**config.mk**
```make
export PLATFORM = sky130hd
export DESIGN_NAME = spwm_top
export DESIGN_NICKNAME = d
export VERILOG_FILES = /design/src/verilog/spwm_types_pkg.sv /design/src/verilog/waveform_pkg.sv /design/src/verilog/dead_time_inserter.sv /design/src/verilog/pwm_comparator.sv /design/src/verilog/spwm_top.sv /design/src/verilog/table_stepper.sv
export VERILOG_INCLUDE_DIRS = /design/src /design/src/verilog
export SDC_FILE = /design/constraint.sdc
export NUM_CORES = 1
export LEC_CHECK = 0
export BUFFER_PORTS_ARGS = -buffer_cell sky130_fd_sc_hd__buf_4
export CORE_MARGIN = 5
export CORE_UTILIZATION = 45
export CTS_BUF_LIST = sky130_fd_sc_hd__clkbuf_8
export DETAILED_ROUTE_END_ITERATION = 16
export SLEW_MARGIN = 20
export SYNTH_ARGS = -nofsm -noshare
export SYNTH_HDL_FRONTEND = slang
export SYNTH_SLANG_ARGS = --single-unit
```
**constraint.sdc**
```tcl
create_clock -name clk -period 5 [get_ports clk]
set_input_delay 1 -clock clk [delete_from_list [all_inputs] [get_ports clk]]
set_output_delay 1 -clock clk [all_outputs]
set_load 0.03 [all_outputs]
```
**src/verilog/spwm_params.svh**
```systemverilog
`ifndef SPWM_PARAMS_SVH
`define SPWM_PARAMS_SVH

////////////////////////////////////////
// Waveform tables
////////////////////////////////////////

`define SPWM_SAMPLE_BITS 8
`define SPWM_TABLE_DEPTH 256

// Step period word, one clock per count
`define SPWM_FREQ_BITS 26

// Index offsets of phases B and C from phase A
`define SPWM_PHASE_B_OFFSET 85
`define SPWM_PHASE_C_OFFSET 170

// Gate blanking after each PWM edge, in clocks
`define SPWM_DEAD_CYCLES 4

`endif

```
**src/verilog/spwm_types_pkg.sv**
```systemverilog
`include "spwm_params.svh"

package spwm_types_pkg;

    localparam int INDEX_BITS = $clog2(`SPWM_TABLE_DEPTH);

    // Waveform amplitude
    typedef logic [`SPWM_SAMPLE_BITS-1:0] sample_t;

    // Table position, wraps at the table depth
    typedef logic [INDEX_BITS-1:0] table_index_t;

    // Index advances once every period+1 clocks
    typedef logic [`SPWM_FREQ_BITS-1:0] period_word_t;

    ////////////////////////////////////////
    // Bundles
    ////////////////////////////////////////

    typedef struct packed {
        period_word_t sine_period;
        period_word_t carrier_period;
    } freq_cfg_t;

    // One bit per inverter leg
    typedef struct packed {
        logic a;
        logic b;
        logic c;
    } phase_bits_t;

    typedef struct packed {
        phase_bits_t hi;
        phase_bits_t lo;
    } gate_drive_t;

endpackage

```
**src/verilog/waveform_pkg.sv**
```systemverilog
package waveform_pkg;

    // One full sine period, centred on mid scale
    localparam spwm_types_pkg::sample_t SINE_TABLE [0:255] = '{
        128, 131, 134, 137, 140, 143, 146, 149,
        152, 155, 158, 162, 165, 167, 170, 173,
        176, 179, 182, 185, 188, 190, 193, 196,
        198, 201, 203, 206, 208, 211, 213, 215,
        218, 220, 222, 224, 226, 228, 230, 232,
        234, 235, 237, 238, 240, 241, 243, 244,
        245, 246, 248, 249, 250, 250, 251, 252,
        253, 253, 254, 254, 254, 255, 255, 255,
        255, 255, 255, 255, 254, 254, 254, 253,
        253, 252, 251, 250, 250, 249, 248, 246,
        245, 244, 243, 241, 240, 238, 237, 235,
        234, 232, 230, 228, 226, 224, 222, 220,
        218, 215, 213, 211, 208, 206, 203, 201,
        198, 196, 193, 190, 188, 185, 182, 179,
        176, 173, 170, 167, 165, 162, 158, 155,
        152, 149, 146, 143, 140, 137, 134, 131,
        128, 124, 121, 118, 115, 112, 109, 106,
        103, 100,  97,  93,  90,  88,  85,  82,
         79,  76,  73,  70,  67,  65,  62,  59,
         57,  54,  52,  49,  47,  44,  42,  40,
         37,  35,  33,  31,  29,  27,  25,  23,
         21,  20,  18,  17,  15,  14,  12,  11,
         10,   9,   7,   6,   5,   5,   4,   3,
          2,   2,   1,   1,   1,   0,   0,   0,
          0,   0,   0,   0,   1,   1,   1,   2,
          2,   3,   4,   5,   5,   6,   7,   9,
         10,  11,  12,  14,  15,  17,  18,  20,
         21,  23,  25,  27,  29,  31,  33,  35,
         37,  40,  42,  44,  47,  49,  52,  54,
         57,  59,  62,  65,  67,  70,  73,  76,
         79,  82,  85,  88,  90,  93,  97, 100,
        103, 106, 109, 112, 115, 118, 121, 124
    };

    function automatic spwm_types_pkg::sample_t sine_sample(
        input spwm_types_pkg::table_index_t idx
    );
        return SINE_TABLE[idx];
    endfunction

    ////////////////////////////////////////
    // Triangle carrier
    ////////////////////////////////////////

    // Rises 0..254 over the first half, falls 255..1 over the second
    function automatic spwm_types_pkg::sample_t triangle_sample(
        input spwm_types_pkg::table_index_t idx
    );
        logic [8:0] doubled;
        logic [8:0] falling;
        doubled = {idx, 1'b0};
        falling = 9'd511 - doubled;
        if (idx[7] == 1'b0) begin
            return doubled[7:0];
        end
        return falling[7:0];
    endfunction

endpackage
```
**src/verilog/dead_time_inserter.sv**
```systemverilog
`timescale 1ns/10ps

`include "spwm_params.svh"

module dead_time_inserter #(
    parameter int DEAD_CYCLES = `SPWM_DEAD_CYCLES
) (
    input  logic clk,
    input  logic rst,
    input  logic pwm_in,
    output logic gate_hi,
    output logic gate_lo
);

    localparam int COUNT_BITS = $clog2(DEAD_CYCLES + 1);
    localparam logic [COUNT_BITS-1:0] DEAD_MAX = COUNT_BITS'(DEAD_CYCLES);

    logic                  pwm_prev;
    logic [COUNT_BITS-1:0] dead_count;
    logic                  pwm_edge;
    logic                  settled;

    assign pwm_edge = (pwm_in != pwm_prev);
    assign settled  = (dead_count == DEAD_MAX);

    ////////////////////////////////////////
    // Edge detect and dead counter
    ////////////////////////////////////////

    always_ff @(posedge clk) begin
        if (rst) begin
            pwm_prev <= 1'b0;
        end else begin
            pwm_prev <= pwm_in;
        end
    end

    // Counts clocks since the last input edge, holds at the limit
    always_ff @(posedge clk) begin
        if (rst) begin
            dead_count <= '0;
        end else if (pwm_edge) begin
            dead_count <= '0;
        end else if (!settled) begin
            dead_count <= dead_count + 1'b1;
        end
    end

    ////////////////////////////////////////
    // Gate outputs
    ////////////////////////////////////////

    // Both gates drop on an edge, the new side waits out the dead interval
    always_ff @(posedge clk) begin
        if (rst) begin
            gate_hi <= 1'b0;
            gate_lo <= 1'b0;
        end else if (pwm_edge) begin
            gate_hi <= 1'b0;
            gate_lo <= 1'b0;
        end else begin
            gate_hi <= pwm_in && settled;
            gate_lo <= !pwm_in && settled;
        end
    end

endmodule

```
**src/verilog/pwm_comparator.sv**
```systemverilog
`timescale 1ns/10ps

`include "spwm_params.svh"

module pwm_comparator (
    input  logic                          clk,
    input  logic                          rst,
    input  spwm_types_pkg::table_index_t  carrier_index,
    input  spwm_types_pkg::table_index_t  sine_index,
    output spwm_types_pkg::phase_bits_t   pwm
);

    localparam spwm_types_pkg::table_index_t OFFSET_B =
        spwm_types_pkg::table_index_t'(`SPWM_PHASE_B_OFFSET);
    localparam spwm_types_pkg::table_index_t OFFSET_C =
        spwm_types_pkg::table_index_t'(`SPWM_PHASE_C_OFFSET);

    ////////////////////////////////////////
    // Phase indices and samples
    ////////////////////////////////////////

    spwm_types_pkg::table_index_t index_b;
    spwm_types_pkg::table_index_t index_c;

    spwm_types_pkg::sample_t carrier_value;
    spwm_types_pkg::sample_t sine_a_value;
    spwm_types_pkg::sample_t sine_b_value;
    spwm_types_pkg::sample_t sine_c_value;

    spwm_types_pkg::phase_bits_t compare;

    // Offsets wrap modulo the table depth
    assign index_b = sine_index + OFFSET_B;
    assign index_c = sine_index + OFFSET_C;

    always_comb begin
        carrier_value = waveform_pkg::triangle_sample(carrier_index);
        sine_a_value  = waveform_pkg::sine_sample(sine_index);
        sine_b_value  = waveform_pkg::sine_sample(index_b);
        sine_c_value  = waveform_pkg::sine_sample(index_c);
    end

    always_comb begin
        compare.a = (sine_a_value >= carrier_value);
        compare.b = (sine_b_value >= carrier_value);
        compare.c = (sine_c_value >= carrier_value);
    end

    ////////////////////////////////////////
    // Output register
    ////////////////////////////////////////

    always_ff @(posedge clk) begin
        if (rst) begin
            pwm <= '0;
        end else begin
            pwm <= compare;
        end
    end

endmodule

```
**src/verilog/spwm_top.sv**
```systemverilog
`timescale 1ns/10ps

module spwm_top (
    input  logic                         clk,
    input  logic                         rst,
    input  spwm_types_pkg::freq_cfg_t    freq,
    output spwm_types_pkg::phase_bits_t  pwm,
    output spwm_types_pkg::gate_drive_t  gates
);

    spwm_types_pkg::table_index_t carrier_index;
    spwm_types_pkg::table_index_t sine_index;

    ////////////////////////////////////////
    // Waveform steppers
    ////////////////////////////////////////

    table_stepper carrier_stepper (
        .clk    (clk),
        .rst    (rst),
        .period (freq.carrier_period),
        .index  (carrier_index)
    );

    // Single sine stepper, phases B and C offset at lookup
    table_stepper sine_stepper (
        .clk    (clk),
        .rst    (rst),
        .period (freq.sine_period),
        .index  (sine_index)
    );

    ////////////////////////////////////////
    // Carrier compare
    ////////////////////////////////////////

    pwm_comparator comparator (
        .clk           (clk),
        .rst           (rst),
        .carrier_index (carrier_index),
        .sine_index    (sine_index),
        .pwm           (pwm)
    );

    ////////////////////////////////////////
    // Gate drive, one per leg
    ////////////////////////////////////////

    dead_time_inserter dead_a (
        .clk     (clk),
        .rst     (rst),
        .pwm_in  (pwm.a),
        .gate_hi (gates.hi.a),
        .gate_lo (gates.lo.a)
    );

    dead_time_inserter dead_b (
        .clk     (clk),
        .rst     (rst),
        .pwm_in  (pwm.b),
        .gate_hi (gates.hi.b),
        .gate_lo (gates.lo.b)
    );

    dead_time_inserter dead_c (
        .clk     (clk),
        .rst     (rst),
        .pwm_in  (pwm.c),
        .gate_hi (gates.hi.c),
        .gate_lo (gates.lo.c)
    );

endmodule

```
**src/verilog/table_stepper.sv**
```systemverilog
`timescale 1ns/10ps

module table_stepper (
    input  logic                          clk,
    input  logic                          rst,
    input  spwm_types_pkg::period_word_t  period,
    output spwm_types_pkg::table_index_t  index
);

    ////////////////////////////////////////
    // Period counter
    ////////////////////////////////////////

    spwm_types_pkg::period_word_t count;
    logic                         wrap;

    // Compare against the live word so a lowered period wraps at once
    assign wrap = (count >= period);

    always_ff @(posedge clk) begin
        if (rst) begin
            count <= '0;
        end else if (wrap) begin
            count <= '0;
        end else begin
            count <= count + 1'b1;
        end
    end

    ////////////////////////////////////////
    // Table index
    ////////////////////////////////////////

    // Natural rollover at the table depth
    always_ff @(posedge clk) begin
        if (rst) begin
            index <= '0;
        end else if (wrap) begin
            index <= index + 1'b1;
        end
    end

endmodule

```
# Word-level counts from Yosys, hierarchy flattened
# Memory sizes are Yosys's and may differ from the RTL's.
# Index checks and enable logic that the tools add are counted.
# word_totals
regBits,89
romBits,6144
in_bits,54
out_inout_bits,9
word_cells,70
mem_count,3
# mem_list
name,words,width,rd,rd_clocked_by_memory_dff,write_ports,line,rtl
(name not given),256,8,1,0,0,waveform_pkg.sv:42,return SINE_TABLE[idx];
(name not given),256,8,1,0,0,waveform_pkg.sv:42,
(name not given),256,8,1,0,0,waveform_pkg.sv:42,
# op_classes
add_sub_neg,10
order_cmp,8
eq_ne,6
mux,7
n_bitwise,3
n_reduce_logical,14
# ops
op,n
8-bit 2-to-1 mux,7
26-bit by 1-bit adder with 26-bit output (second input constant),2
26-bit >= comparator,2
9-bit >= comparator (second input constant),3
8-bit inverter with 9-bit output,3
8-bit >= comparator,3
8-bit by 1-bit adder with 8-bit output (second input constant),2
2-bit OR reduction,5
3-bit by 1-bit adder with 3-bit output (second input constant),3
3-bit == test (second input constant),3
8-bit by 7-bit adder with 8-bit output (second input constant),1
8-bit adder (second input constant),1
8-bit subtractor (first input constant),1
1-bit logical AND,6
1-bit logical NOT,3
1-bit inequality test,3

# Longest topological paths before layout
# depth
depth_word,6
ltp_mapped,23
ltp_nobuf,20

# By module
# A second synthesis with hierarchy kept.
# unflattened
cells_unflattened,1669
area_unflattened_um2,12214.2
# by_module_without_submodules
mod,instances,cells_per_inst,area_per_inst_um2,seq_area_each_um2
pwm_comparator,1,1070,6732.7,60.1
table_stepper (carrier_stepper),1,261,2369.8,680.7
table_stepper (sine_stepper),1,266,2342.2,680.7
dead_time_inserter,3,24,256.5,120.1

# Least setup slack after synthesis
# No wires, ideal clock.
# synth_timing
kind,register -> register
from,reg sine_stepper.index[2]
to,"reg, netlist name comparator.pwm[1]"
setup_time_ns,0.132
arrival_time_ns,4.107
required_time_ns,4.868
slack_ns,0.761
stages_incl_launch_ff,23
n_path_buf,4
synth_period_minus_slack_ns,4.239
path_cell_list,dfxtp_1 > buf_6 > inv_2 > clkbuf_1 > ha_1 > buf_2 > a21oi_4 > xnor2_2 > buf_2 > mux2i_1 > a21oi_1 > nor3_1 > nor3_1 > a211o_1 > ha_1 > nand2b_1 > a21o_1 > a21oi_1 > nor2b_1 > o21ai_0 > a21oi_1 > o21ai_0 > a21oi_1
# synth_between
elab_chain_len,6
# synth_lines
item,line,rtl
start: declaration,table_stepper.sv:7,output spwm_types_pkg::table_index_t index
start signal: assignment,table_stepper.sv:39,index <= index + 1'b1;
8-bit by 7-bit adder with 8-bit output,pwm_comparator.sv:33,assign index_b = sine_index + OFFSET_B;
8-bit inverter with 9-bit output (implied by the code),waveform_pkg.sv:42,
memory 256 x 8 bit,--,
8-bit 2-to-1 mux (implied by the code) (2 in a row),waveform_pkg.sv:42,
8-bit >= comparator,pwm_comparator.sv:45,compare.b = (sine_b_value >= carrier_value);
# Every way passes these cells. The select of a mux whose other input is x is not followed.
# A chain may end at the register's enable or synchronous reset.

# Worst setup path after layout
# layout_timing
from,reg sine_stepper.index[0]
to,"reg, netlist name comparator.pwm[2]"
# layout_between
elab_chain_len,5
# layout_lines
item,line,rtl
8-bit inverter with 9-bit output (implied by the code),waveform_pkg.sv:42,
memory 256 x 8 bit,--,
8-bit 2-to-1 mux (implied by the code) (2 in a row),waveform_pkg.sv:42,
8-bit >= comparator,pwm_comparator.sv:44,compare.a = (sine_a_value >= carrier_value);
# Every way passes these cells. The select of a mux whose other input is x is not followed.

==> results.yml <==
run_status:
  outcome: "finished, final reports clean"
placed_design:
  dpl.hpwl_um: 27900
  numPortBuffers: 62
  placed_area_um2: 12300
  place.gp.congestion: 0.999
cts:
  clkLatencyLatePin_ps: 390
  holdBufCountCts: 0
  cts_buffer_depth: 2
  post-cts-setup-buffers: 0
  cts_resized: 0
  cts_root_buffer: "clkbuf_8"
  htreeDepth: 3
  cts_buffers: 9
  clock-sinks: 89
  clk_pin_slew_ps: 100
  cts_tree: "built"
yosys:
  yosys-top-cells-count: "nor2_1 (208), nand2_1 (176), a21oi_1 (168)"
  yosysTopAreaCell: "dfxtp_1"
  syn-num-nets: 1839
  synth_top_cells_by_area: "dfxtp_1 (15%), ha_1 (12%), a21oi_1 (7.2%)"
  synthCells: 1670
  synthFlopType: "dfxtp_1"
  postSynthAreaPerCell_um2: 6.97
  synth-warning-count: 0
  async_reset_ff_frac: 0
  synth_cell_types: 80
  syn_area_um2: 11600
  synth-seq-cells: 89
  synth_top_area_frac: 0.153
  yosysMostFrequentCell: "nor2_1"
  synth-edff-count: 0
  yosysSeqAreaShare: 0.153
critical_path:
  timing.rr.end: "comparator.pwm[2]"
  worstSetupStartpoint: "sine_stepper.index[0]"
  crit_required_ps: 5260
  crit_path_start_kind: "flop"
  worst_path_most_repeated_cell: "a21oi_1"
  cp-endpoint: "comparator.pwm[2]"
  ff2ff_setup_slack_ps: 530
  critPathMaxFanout: 18
  max_stage_delay_ps: 510
  path_cells: "buf_4 -> inv_1 -> buf_4 -> ha_1 -> inv_1 -> mux4_2 -> nor2_1 -> a21oi_1 -> a211oi_1 -> a311oi_1 -> a21oi_1 -> ha_1 -> nand2b_1 -> a21o_1 -> a21oi_1 -> nor2b_1 -> o21ai_0 -> a21oi_1 -> o21ai_0 -> a21oi_1"
  critPathKind: "reg -> reg"
  arrival_ps: 4730
  rr_worst_depth: 20
  slowest_stage: "mux4_2"
  timing.rr.start: "sine_stepper.index[0]"
  cp-end-kind: "flop"
routing:
  ant_nets: 0
  wl_per_cell_um: 19.4
  drc: 0
  first_pass_iters: 5
  routed_wl_um: 38900
  vias_per_cell: 6.21
  num_vias: 12400
  drt_iter0_markers: 1531
worst_hold_path:
  hp-class: "reg -> reg"
final_layout:
  nNetsFinal: 1832
  area_delta_synth_final_pct: 7.99
  design_area_um2: 12600
  fin_util: 0.496
  drive_gt1_frac: 0.119
timing:
  clock_skew_ps: 22.0
  hold_viol: 0
  rsz0062_at_grt: "false"
  worst_pin_slew_ps: 1030
  maxSlewHeadroom: 0.314
  slew_violations: 0
  max_freq_mhz: 224
  finalSetupViolations: 0
  min_period_ps: 4470
  fin_crit_sh: 0.894
  tns_ps: 0
global_routing:
  grt_use_total: 0.262
  grt_pass1_wl_um: 62300
  grt_overflow_total: 0
  grt_max_degree: 60
  first_global_vias: 11400
  antenna_found_initial: 0
power_and_ir_drop:
  vdd_ir_drop_max_mv: 0.118
  clock_power_share: 0.405
  leakagePower_nw: 5.10
  p_switching_w: 0.000355
  p_comb_frac: 0.080
  power_frac_seq: 0.515
  p_per_area_nw_per_um2: 113
  power_w: 0.00142
  p_int_w: 0.00106
  sw_frac_of_total: 0.250
die:
  die_w_um: 171
  ios: 63
  die_y_um: 171
  dieArea_um2: 29200
  core_um2: 25300
  rows: 58
  start_util: 0.459
job:
  cap_violations: 0
==> state kept, by name, summed over array words and instances (netlist names), 3 cells and up <==
register,flops
carrier_stepper.count,26
sine_stepper.count,26
carrier_stepper.index,8
sine_stepper.index,8
comparator.pwm,3
dead_a.dead_count,3
dead_b.dead_count,3
dead_c.dead_count,3
==> cell type report <==
| cell class | count | area, µm² |
|---|---|---|
| flip-flops and latches | 89 | 1790 |
| inverters | 86 | 323 |
| well taps | 330 | 413 |
| diodes | 1 | 2.50 |
| clock inverters | 7 | 100 |
| multi-input cells | 1350 | 8850 |
| fillers | 2609 | 12800 |
| repair buffers | 127 | 966 |
| clock buffers | 9 | 124 |
==> power by group through the flow <==
stage / clock [W] / sequential, W / combinational [W]
2_1_floorplan: 0 / 0.000743 / 0.0000676
3_3_place_gp: 0 / 0.000747 / 0.000111
3_5_place_dp: 0 / 0.000747 / 0.000114
4_1_cts: 0.000592 / 0.000731 / 0.000116
5_1_grt: 0.000625 / 0.000733 / 0.000131
6_report: 0.000574 / 0.000731 / 0.000113
==> layout by cell type (no fill, tap or decap), drive strengths merged, types with 5 or more instances in the layout <==
master,n
nand2b,26
and4,5
o21ai,135
mux2i,16
nor2,209
o22ai,11
clkinv,5
o221ai,9
a21oi,170
a31oi,43
nand3,49
buf,127
dfxtp,89
nand2,176
nor4,8
nor3,23
a211oi,27
and3,14
xor2,35
nor2b,17
mux4,13
ha,115
a22oi,5
o211ai,28
xnor2,57
a21o,16
or3,7
o21a,10
o31ai,9
nand4,14
mux2,7
a221oi,8
or2,5
o311ai,9
inv,84
a311oi,10
a2111oi,7
clkbuf,9
==> critical path: cells and delay by family, from the launching register on <==
kind                     cells  cell delay [ps]
buffers and inverters        4              800
adder cells (fa/ha/maj)      2              750
multiplexers                 1              510
AO/OA/AOI/OAI               10             1600
AND/OR/NAND/NOR              3              330
flip-flops                   1              340
==> cells by family after synthesis <==
kind of cell,Yosys count,synth area share
simple gates,564,0.215
compound gates,543,0.297
buf+inv,231,0.0887
fa+ha+maj,115,0.124
xor+xnor,92,0.0760
flops,89,0.153
mux,36,0.0460
==> worst min path at each step <==
stage / slack, ps / start / end / cells past startpoint
3_5_place_dp: 450 / dead_b.pwm_prev / dead_b.gate_hi / 2
5_1_grt: 470 / dead_a.pwm_prev / dead_a.gate_hi / 2
6_report: 450 / dead_a.pwm_prev / dead_a.gate_hi / 2
3_3_place_gp: 440 / sine_stepper.count[0] / sine_stepper.count[0] / 1
2_1_floorplan: 430 / sine_stepper.count[0] / sine_stepper.count[0] / 1
4_1_cts: 450 / dead_a.pwm_prev / dead_a.gate_hi / 2
==> metal layers <==
metal  global-route usage  share of wire
met5                    0              0
met3               0.0453          0.083
met1                0.372           0.45
met4               0.0722          0.029
met2                0.410           0.44
==> stage by stage <==
stage               hold slack [ps]  instances  setup slack [ps]
floorplan                       426       1670               761
global placement                443       1982               758
detailed placement              450       1982               692
CTS                             453       1998               647
global route                    475       1998               191
finish                          455       1999               531
(Power assumes the default switching activity.)
